**src/source/mvm_defines.svh**
```systemverilog
//////////////////////////////
// matrix-vector multiplier
// data and accumulator widths
// matrix size and pe count
//////////////////////////////

`ifndef MVM_DEFINES_SVH
`define MVM_DEFINES_SVH

// unsigned matrix and vector element
`define MVM_DATA_W 8

// row sum, wide enough for 8 full-scale products
`define MVM_ACC_W 20

// largest square matrix, 3-bit row and column index
`define MVM_MAX_N 8

// processing elements, also the row step between passes
`define MVM_NUM_PE 4

`endif

```
**src/source/mvm_pkg.sv**
```systemverilog
//////////////////////////////
// shared types
// opcodes, controller states
// command, result, pe report
//////////////////////////////

`default_nettype none

`include "mvm_defines.svh"

package mvm_pkg;

	typedef enum logic [1:0] {
		OP_WRITE_MAT = 2'd0, // one matrix element at row, col
		OP_WRITE_VEC = 2'd1, // one vector element at col
		OP_RUN       = 2'd2  // start, n in data[3:0]
	} mvm_opcode_e;

	typedef enum logic [2:0] {
		S_IDLE    = 3'd0,
		S_ACK     = 3'd1, // cmd_ack high, wait for req low
		S_RELEASE = 3'd2, // clear before first pass
		S_PASS    = 3'd3, // one mac per column
		S_FLUSH   = 3'd4, // pe reports valid
		S_DELIVER = 3'd5  // result channel busy
	} ctrl_state_e;

	typedef struct packed {
		mvm_opcode_e             op;
		logic [2:0]              row;
		logic [2:0]              col;
		logic [`MVM_DATA_W-1:0]  data;
		logic                    rsvd; // unused
	} mvm_cmd_t;

	typedef struct packed {
		logic [2:0]              row;
		logic [`MVM_ACC_W-1:0]   value;
	} mvm_res_t;

	typedef struct packed {
		logic                    valid;  // flush cycle only
		logic [2:0]              row;
		logic                    row_ok; // row below n
		logic [`MVM_ACC_W-1:0]   value;
	} pe_out_t;

endpackage

`default_nettype wire

```
**src/source/column_counter.sv**
```systemverilog
//////////////////////////////
// shared column counter
// last column flag against n
//////////////////////////////

`timescale 1ns/100ps
`default_nettype none

module column_counter (
	input  logic        clk,
	input  logic        rst,
	input  logic        col_clr,  // sync clear, wins over enable
	input  logic        col_en,
	input  logic [3:0]  n,        // 1 .. 8
	output logic [2:0]  col,
	output logic        last_col
);

	always_ff @(posedge clk or negedge rst)
	begin
		if (!rst)
			col <= 3'd0;
		else if (col_clr)
			col <= 3'd0;
		else if (col_en)
			col <= col + 3'd1; // wraps after col 7
	end

	// true on col = n-1
	assign last_col = ({1'b0, col} == n - 4'd1);

endmodule

`default_nettype wire

```
**src/source/mvm_top.sv**
```systemverilog
//////////////////////////////
// matrix-vector multiplier top
// store, counter, fsm, 4 pes
//////////////////////////////

`timescale 1ns/100ps
`default_nettype none

`include "mvm_defines.svh"

module mvm_top import mvm_pkg::*; (
	input  logic      clk,
	input  logic      rst,
	input  logic      cmd_req,
	input  mvm_cmd_t  cmd,
	input  logic      res_ack,
	output logic      cmd_ack,
	output logic      res_req,
	output mvm_res_t  res
);

	logic                                     mat_we;
	logic                                     vec_we;
	logic [3:0]                               n;
	logic                                     col_clr;
	logic                                     col_en;
	logic                                     pe_clr;
	logic                                     pe_en;
	logic                                     pass;
	logic                                     deliver_start;
	logic                                     deliver_done;
	logic [2:0]                               col;
	logic                                     last_col;
	logic [`MVM_NUM_PE-1:0][2:0]              pe_row;  // row address per pe
	logic [`MVM_NUM_PE-1:0][`MVM_DATA_W-1:0]  pe_mat;
	logic [`MVM_DATA_W-1:0]                   vec_col; // vector[col]
	pe_out_t [`MVM_NUM_PE-1:0]                pe_rep;

	seq_ctrl u_seq_ctrl (
		.clk           (clk),
		.rst           (rst),
		.cmd_req       (cmd_req),
		.cmd           (cmd),
		.last_col      (last_col),
		.deliver_done  (deliver_done),
		.cmd_ack       (cmd_ack),
		.mat_we        (mat_we),
		.vec_we        (vec_we),
		.n             (n),
		.col_clr       (col_clr),
		.col_en        (col_en),
		.pe_clr        (pe_clr),
		.pe_en         (pe_en),
		.pass          (pass),
		.deliver_start (deliver_start)
	);

	// write address and data straight from the held command
	operand_store u_operand_store (
		.clk     (clk),
		.rst     (rst),
		.mat_we  (mat_we),
		.vec_we  (vec_we),
		.wr_row  (cmd.row),
		.wr_col  (cmd.col),
		.wr_data (cmd.data),
		.rd_row  (pe_row),
		.rd_col  (col),
		.rd_mat  (pe_mat),
		.rd_vec  (vec_col)
	);

	column_counter u_column_counter (
		.clk      (clk),
		.rst      (rst),
		.col_clr  (col_clr),
		.col_en   (col_en),
		.n        (n),
		.col      (col),
		.last_col (last_col)
	);

	for (genvar p = 0; p < `MVM_NUM_PE; p++)
	begin : g_pe
		proc_element #(.pe_num(p)) u_proc_element (
			.clk      (clk),
			.rst      (rst),
			.pe_clr   (pe_clr),
			.pe_en    (pe_en),
			.pass     (pass),
			.n        (n),
			.mat_elem (pe_mat[p]),
			.vec_elem (vec_col),
			.row      (pe_row[p]),
			.pe_out   (pe_rep[p])
		);
	end

	result_buffer u_result_buffer (
		.clk           (clk),
		.rst           (rst),
		.pe_out        (pe_rep),
		.n             (n),
		.deliver_start (deliver_start),
		.res_ack       (res_ack),
		.res_req       (res_req),
		.res           (res),
		.deliver_done  (deliver_done)
	);

endmodule

`default_nettype wire

```
**src/source/operand_store.sv**
```systemverilog
//////////////////////////////
// operand storage
// 8x8 matrix, 8-entry vector
//////////////////////////////

`timescale 1ns/100ps
`default_nettype none

`include "mvm_defines.svh"

module operand_store (
	input  logic                                      clk,
	input  logic                                      rst,
	input  logic                                      mat_we,
	input  logic                                      vec_we,
	input  logic [2:0]                                wr_row,
	input  logic [2:0]                                wr_col,
	input  logic [`MVM_DATA_W-1:0]                    wr_data,
	input  logic [`MVM_NUM_PE-1:0][2:0]               rd_row,  // one row per pe
	input  logic [2:0]                                rd_col,  // shared column
	output logic [`MVM_NUM_PE-1:0][`MVM_DATA_W-1:0]   rd_mat,
	output logic [`MVM_DATA_W-1:0]                    rd_vec
);

	logic [`MVM_DATA_W-1:0] mat [`MVM_MAX_N][`MVM_MAX_N];
	logic [`MVM_DATA_W-1:0] vec [`MVM_MAX_N];

	// one element per accepted write command
	always_ff @(posedge clk or negedge rst)
	begin
		if (!rst)
		begin
			for (int r = 0; r < `MVM_MAX_N; r++)
			begin
				vec[r] <= '0;
				for (int c = 0; c < `MVM_MAX_N; c++)
					mat[r][c] <= '0;
			end
		end
		else
		begin
			if (mat_we)
				mat[wr_row][wr_col] <= wr_data;
			if (vec_we)
				vec[wr_col] <= wr_data; // row field ignored
		end
	end

	// four matrix reads at the current column
	always_comb
	begin
		for (int p = 0; p < `MVM_NUM_PE; p++)
			rd_mat[p] = mat[rd_row[p]][rd_col];
	end

	assign rd_vec = vec[rd_col]; // same vector element for every pe

endmodule

`default_nettype wire

```
**src/source/proc_element.sv**
```systemverilog
//////////////////////////////
// processing element
// row select per pass, mac
// flush report to result buffer
//////////////////////////////

`timescale 1ns/100ps
`default_nettype none

`include "mvm_defines.svh"

module proc_element import mvm_pkg::*; #(
	parameter int pe_num = 0 // 0 .. MVM_NUM_PE-1
) (
	input  logic                      clk,
	input  logic                      rst,
	input  logic                      pe_clr,   // clear accumulator
	input  logic                      pe_en,    // one product per cycle
	input  logic                      pass,     // 0 first row, 1 second
	input  logic [3:0]                n,
	input  logic [`MVM_DATA_W-1:0]    mat_elem,
	input  logic [`MVM_DATA_W-1:0]    vec_elem,
	output logic [2:0]                row,
	output pe_out_t                   pe_out
);

	localparam logic [2:0] base_row   = 3'(pe_num);
	localparam logic [2:0] row_stride = 3'(`MVM_NUM_PE);

	logic [2*`MVM_DATA_W-1:0] product;
	logic [`MVM_ACC_W-1:0]    acc;
	logic                     en_q;   // pe_en last cycle
	logic                     flush;
	logic                     row_ok;

	// row p in pass 0, row p+4 in pass 1
	assign row = pass ? base_row + row_stride : base_row;

	// unsigned 8x8 product
	assign product = mat_elem * vec_elem;

	// only place the row is checked against n
	assign row_ok = {1'b0, row} < n;

	// first cycle after the enable window
	assign flush = en_q & ~pe_en;

	always_ff @(posedge clk or negedge rst)
	begin
		if (!rst)
			en_q <= 1'b0;
		else
			en_q <= pe_en;
	end

	// row sum, cleared at the start of each pass
	always_ff @(posedge clk)
	begin
		if (pe_clr)
			acc <= '0;
		else if (pe_en)
			acc <= acc + `MVM_ACC_W'(product);
	end

	// report held in acc, valid for the flush cycle
	always_comb
	begin
		pe_out.valid  = flush;
		pe_out.row    = row;
		pe_out.row_ok = row_ok;
		pe_out.value  = acc;
	end

endmodule

`default_nettype wire

```
**src/source/result_buffer.sv**
```systemverilog
//////////////////////////////
// result buffer
// row results in, 4-phase out
//////////////////////////////

`timescale 1ns/100ps
`default_nettype none

`include "mvm_defines.svh"

module result_buffer import mvm_pkg::*; (
	input  logic                       clk,
	input  logic                       rst,
	input  pe_out_t [`MVM_NUM_PE-1:0]  pe_out,
	input  logic [3:0]                 n,
	input  logic                       deliver_start,
	input  logic                       res_ack,
	output logic                       res_req,
	output mvm_res_t                   res,
	output logic                       deliver_done
);

	logic [`MVM_ACC_W-1:0] row_val [`MVM_MAX_N];
	logic                  active;     // delivery in progress
	logic [3:0]            sent;       // rows offered so far
	logic                  idle_ph;    // req and ack both low
	logic                  offer_next;
	logic                  finish;

	assign idle_ph    = active & ~res_req & ~res_ack;
	assign offer_next = idle_ph & (sent != n);
	assign finish     = idle_ph & (sent == n); // last ack has fallen

	// keep reports for rows below n
	always_ff @(posedge clk)
	begin
		for (int i = 0; i < `MVM_NUM_PE; i++)
			if (pe_out[i].valid && pe_out[i].row_ok)
				row_val[pe_out[i].row] <= pe_out[i].value;
	end

	always_ff @(posedge clk or negedge rst)
	begin
		if (!rst)
		begin
			active       <= 1'b0;
			sent         <= 4'd0;
			res_req      <= 1'b0;
			deliver_done <= 1'b0;
		end
		else
		begin
			deliver_done <= 1'b0;
			if (deliver_start)
			begin
				active  <= 1'b1;
				sent    <= 4'd1;  // row 0 goes out at once
				res_req <= 1'b1;
			end
			else if (res_req && res_ack)
				res_req <= 1'b0;  // drop one cycle after ack
			else if (offer_next)
			begin
				res_req <= 1'b1;
				sent    <= sent + 4'd1;
			end
			else if (finish)
			begin
				active       <= 1'b0;
				deliver_done <= 1'b1;
			end
		end
	end

	// payload loads with each offer, stable while req high
	always_ff @(posedge clk)
	begin
		if (deliver_start)
		begin
			res.row   <= 3'd0;
			res.value <= row_val[0];
		end
		else if (offer_next)
		begin
			res.row   <= sent[2:0];
			res.value <= row_val[sent[2:0]];
		end
	end

endmodule

`default_nettype wire

```
**src/source/seq_ctrl.sv**
```systemverilog
//////////////////////////////
// sequencing fsm
// command accept, passes
// hand-off to delivery
//////////////////////////////

`timescale 1ns/100ps
`default_nettype none

`include "mvm_defines.svh"

module seq_ctrl import mvm_pkg::*; (
	input  logic        clk,
	input  logic        rst,
	input  logic        cmd_req,
	input  mvm_cmd_t    cmd,
	input  logic        last_col,
	input  logic        deliver_done,
	output logic        cmd_ack,
	output logic        mat_we,
	output logic        vec_we,
	output logic [3:0]  n,
	output logic        col_clr,
	output logic        col_en,
	output logic        pe_clr,
	output logic        pe_en,
	output logic        pass,
	output logic        deliver_start
);

	ctrl_state_e state;
	logic        accept;   // new command seen this cycle
	logic [3:0]  run_n;
	logic        run_ok;   // run with 1 <= n <= 8
	logic        run_q;    // acked command was a run

	assign accept = (state == S_IDLE) && cmd_req;
	assign run_n  = cmd.data[3:0];
	assign run_ok = (cmd.op == OP_RUN) && (run_n != 4'd0) && (run_n <= 4'(`MVM_MAX_N));

	// writes happen in the accept cycle, ack follows
	assign mat_we = accept && (cmd.op == OP_WRITE_MAT);
	assign vec_we = accept && (cmd.op == OP_WRITE_VEC);

	// clear on entry to every pass
	assign col_clr = (state == S_RELEASE) || (state == S_FLUSH);
	assign pe_clr  = col_clr;
	assign col_en  = (state == S_PASS);
	assign pe_en   = col_en;

	always_ff @(posedge clk or negedge rst)
	begin
		if (!rst)
		begin
			state         <= S_IDLE;
			cmd_ack       <= 1'b0;
			run_q         <= 1'b0;
			n             <= 4'd0;
			pass          <= 1'b0;
			deliver_start <= 1'b0;
		end
		else
		begin
			deliver_start <= 1'b0; // single pulse
			case (state)
				S_IDLE:
					if (cmd_req)
					begin
						cmd_ack <= 1'b1;
						run_q   <= run_ok;
						if (run_ok)
							n <= run_n; // held until next run
						state   <= S_ACK;
					end
				S_ACK:
					if (!cmd_req)
					begin
						cmd_ack <= 1'b0;
						state   <= run_q ? S_RELEASE : S_IDLE;
					end
				S_RELEASE:
				begin
					pass  <= 1'b0;
					state <= S_PASS;
				end
				S_PASS:
					if (last_col)
						state <= S_FLUSH;
				S_FLUSH:
					if (!pass && (n > 4'(`MVM_NUM_PE)))
					begin
						pass  <= 1'b1; // rows 4 .. n-1
						state <= S_PASS;
					end
					else
					begin
						deliver_start <= 1'b1;
						state         <= S_DELIVER;
					end
				S_DELIVER:
					if (deliver_done)
					begin
						run_q <= 1'b0;
						state <= S_IDLE;
					end
				default:
					state <= S_IDLE;
			endcase
		end
	end

endmodule

`default_nettype wire

```
**config.mk**
```make
export PLATFORM = sky130hd
export DESIGN_NAME = mvm_top
export DESIGN_NICKNAME = d
export VERILOG_FILES = /design/src/source/mvm_pkg.sv /design/src/source/column_counter.sv /design/src/source/mvm_top.sv /design/src/source/operand_store.sv /design/src/source/proc_element.sv /design/src/source/result_buffer.sv /design/src/source/seq_ctrl.sv
export VERILOG_INCLUDE_DIRS = /design/src /design/src/source
export SDC_FILE = /design/constraint.sdc
export NUM_CORES = 2
export LEC_CHECK = 0
export BUFFER_PORTS_ARGS = -buffer_cell sky130_fd_sc_hd__buf_2
export CAP_MARGIN = 0
export CORE_UTILIZATION = 40
export CTS_CLUSTER_SIZE = 10
export DETAILED_ROUTE_END_ITERATION = 8
export HOLD_SLACK_MARGIN = 0.05
export SLEW_MARGIN = 20
export SYNTH_ARGS = -nofsm -noshare
export SYNTH_HDL_FRONTEND = slang
export SYNTH_HIERARCHICAL = 1
export SYNTH_SLANG_ARGS = --single-unit
```
**constraint.sdc**
```tcl
create_clock -name clk -period 8 [get_ports clk]
set_input_delay 0.4 -clock clk [delete_from_list [all_inputs] [get_ports clk]]
set_output_delay 0.4 -clock clk [all_outputs]
set_load 0.05 [all_outputs]
```
==> results.txt <==
average vias per placed instance - 6.38
Netlist Area Pre-Place - 0.0672 sq mm
Gate Count Post-Synth - 5936
port bufs - 44
antenna violations before repair - 8
CTS clk-pin slew, worst paths - 0.06 ns
ordered cell list for the critical path - buf_12 > mux4_2 > mux2i_1 > a22oi_1 > nand3_1 > nand2_1 > and2_1 > fa_1 > fa_1 > fa_1 > inv_1 > fa_1 > inv_1 > ha_1 > a211oi_1 > o21bai_1 > a31oi_2 > o31ai_2 > and4bb_1 > or3_1
Max-slew headroom - -2.65
leading area contributor after synthesis - dfrtp_1
Skew-Pair Late Insertion Delay - 0.77 ns
Worst Clk Skew - 0.0607 ns
DIE HEIGHT - 412 microns
Post-Syn Area per Cell - 11.3 sq um
IO Count - 46
RD Place Congestion - 0.973
most common cell in the netlist - mux2_2
Final nets - 6029
H-Tree Depth - 3
CTS tree - done
crit path from - u_seq_ctrl/pass
WP data arrival - 7.66 ns
crit path to - g_pe[3].u_proc_element/acc[17]
Slew Viols, Final - 376
largest net degree at the start of global routing - 160
Synth cell types - 105
Crit Reg-Reg Endpoint - g_pe[3].u_proc_element/acc[17]
Routed WL per cell - 27.5 microns
max-cap viol count - 0
1st-pass router iterations - 8
RSZ-0062 raised after global routing - false
Primary FF master, synth - dfrtp_1
GRT Total Usage - 0.254
top post-synthesis cells by area - dfrtp_1 (22%), mux4_2 (17%), mux2_2 (11%)
DRC viols - 0
FF+latch count, synth - 864
cell count of the worst reg-to-reg path - 20
max frequency - 0.143 GHz
EDFF count, synth - 180
buffer and inverter count on the worst path - 3
kind of critical path - reg -> reg
routed wire length - 217 mm
Detailed Route Iter0 Violations - 6317
Setup TNS Final - 0 ns
Startpoint Class - flop
DR vias - 50.5k
post-detail-place hpwl - 139 mm
hold_sp - cmd[16]
row count - 150
Peak VDD IR - 155 uV
Core ar. - 0.167 sq mm
Yosys warning total - 6
antenna-violating nets left - 0
Yosys top cell area share - 0.224
Power, Total - 9.42 mW
die area - 0.170 sq mm
# resized after CTS - 0
Hold Path Class - in -> reg
first-pass GRT wire length - 325 mm
RR Startpoint - u_seq_ctrl/pass
CTS Buffer Depth - 3
ys async rst share - 0.696
Slew @ Worst Pin - 5.44 ns
CP top delay family - adder cells
gr ovfl total - 0
R2R setup slack - 0.99 ns
area grow syn2layout - 6.69%
crit path max fanout - 68
Final Hold Viols - 0
share of cells above drive strength 1 - 0.268
instance count on the critical path - 20
Slowest cell on crit path - dfrtp_4
fin crit period - 7.01 ns
outcome - complete, but fails checks
CTS buffer count - 103
Crit path top cell by count - fa_1
starting density of the core - 0.403
final setup fails - 0
Die W - 412 microns
Seq/Total Area, Yosys - 0.329
leakage power - 29.9 nW
Required @ worst endpoint - 8.65 ns
crit share post-route - 0.876
CTS root buf - clkbuf_16
CP max stage delay - 0.69 ns
Post-CTS Setup Bufs - 0
Crit. End Element - flop
top post-synthesis cells by count - mux2_2 (638), dfrtp_1 (601), mux4_2 (521), nand2_1 (480), inv_1 (417)
vias in the first global route - 49.7k
Pwr Density - 131 mW/mm^2
TritonCTS Sinks - 864
failing checks - max-slew violations
-- flip-flops by register name (all words and copies together) (netlist names), 3 cells and up --
signal                    cells
u_result_buffer/sent          4
u_result_buffer/res          23
u_result_buffer/row_val     160
u_seq_ctrl/state              3
u_seq_ctrl/n                  4
u_column_counter/col          3
u_operand_store/mat         512
u_operand_store/vec          64
g_pe.u_proc_element/acc      80
g_pe.u_proc_element/en_q      4
-- worst register-to-register path, cell delays in order (launching register included) --
cell and delay, ns:
dfrtp_4 0.69, buf_12 0.42, mux4_2 0.46, mux2i_1 0.27, a22oi_1 0.17, nand3_1 0.39, nand2_1 0.46, and2_1 0.35
fa_1 0.55, fa_1 0.43, fa_1 0.49, inv_1 0.05, fa_1 0.47, inv_1 0.04, ha_1 0.35, a211oi_1 0.31
o21bai_1 0.15, a31oi_2 0.23, o31ai_2 0.10, and4bb_1 0.18, or3_1 0.35
-- cells by family (layout without fill, tap and decap cells) --
group | after synthesis | after routing | share of synthesized area
buf+inv | 968 | 728 | 0.0622
flops | 864 | 864 | 0.329
other cells | 6 | 17 | 0.000335
simple gates | 1256 | 1256 | 0.0889
xor+xnor | 47 | 47 | 0.00612
compound gates | 984 | 984 | 0.0957
mux | 1441 | 1441 | 0.327
fa+ha+maj | 370 | 370 | 0.0912
-- area by class of cell --
cell class	count	area, sq um
tap	2204	2760
sequential	864	22100
clock buffer	158	2950
fill	15600	95300
inverter	418	1570
timing repair buffer	137	1060
clock inverter	15	199
antenna	1	2.50
multi-input combinational	4114	41100
-- metal layers --
layer	share of wire	vias up	wire length, microns	track usage
met2	0.46	2705	100000	0.404
li1	-	21300	-	-
met4	0.047	8	10200	0.108
met3	0.10	616	22600	0.0617
met5	0.00028	-	60	0
met1	0.39	25900	84300	0.331
-- metrics by stage --
| stage | utilization | setup WS (ns) | std cells | hold WS (ns) | instance area, sq um |
|---|---|---|---|---|---|
| after global routing | 0.429 | 0.809 | 7911 | 0.269 | 71700 |
| final | 0.429 | 0.989 | 7911 | 0.264 | 71700 |
| after CTS | 0.429 | 1.21 | 7910 | 0.178 | 71700 |
| after detailed placement | 0.410 | 1.23 | 7734 | 0.456 | 68500 |
| after global placement | 0.410 | 1.30 | 7734 | 0.439 | 68500 |
| after floorplan | - | 1.77 | 5946 | 0.104 | 67300 |
-- cells in the final DEF (no fill, tap or decap), types with 83 or more instances in the layout --
| cell | n |
|---|---|
| a21oi_1 | 224 |
| and2_1 | 133 |
| clkbuf_16 | 105 |
| dfrtp_1 | 596 |
| dfxtp_1 | 83 |
| edfxtp_1 | 180 |
| fa_1 | 200 |
| ha_1 | 170 |
| inv_1 | 416 |
| mux2_2 | 638 |
| mux2i_1 | 265 |
| mux4_2 | 521 |
| nand2_1 | 478 |
| nor2_1 | 299 |
| o21ai_0 | 154 |
| o22ai_1 | 161 |
| o31ai_1 | 131 |
-- power breakdown --
group	switching [mW]	internal (mW)	total (mW)
clock	1.96	2.55	4.52
sequential	0	4.48	4.48
combinational	0.314	0.113	0.427
-- repair_timing --
action                                  in CTS  in global routing
hold endpoints to repair                    78                  0
hold buffers                                 3                  0
endpoints found under the setup margin       0                  0
-- how the worst min path moves through the flow --
stage | end | slack [ns] | cells past startpoint
final | u_seq_ctrl/run_q | 0.26 | 3
after global routing | u_seq_ctrl/run_q | 0.27 | 3
after CTS | u_seq_ctrl/run_q | 0.18 | 3
after detailed placement | u_operand_store/mat[28] | 0.46 | 1
after global placement | u_operand_store/mat[220] | 0.44 | 1
after floorplan | g_pe[0].u_proc_element/en_q | 0.10 | 0
Power figures use the tool's default switching activity.
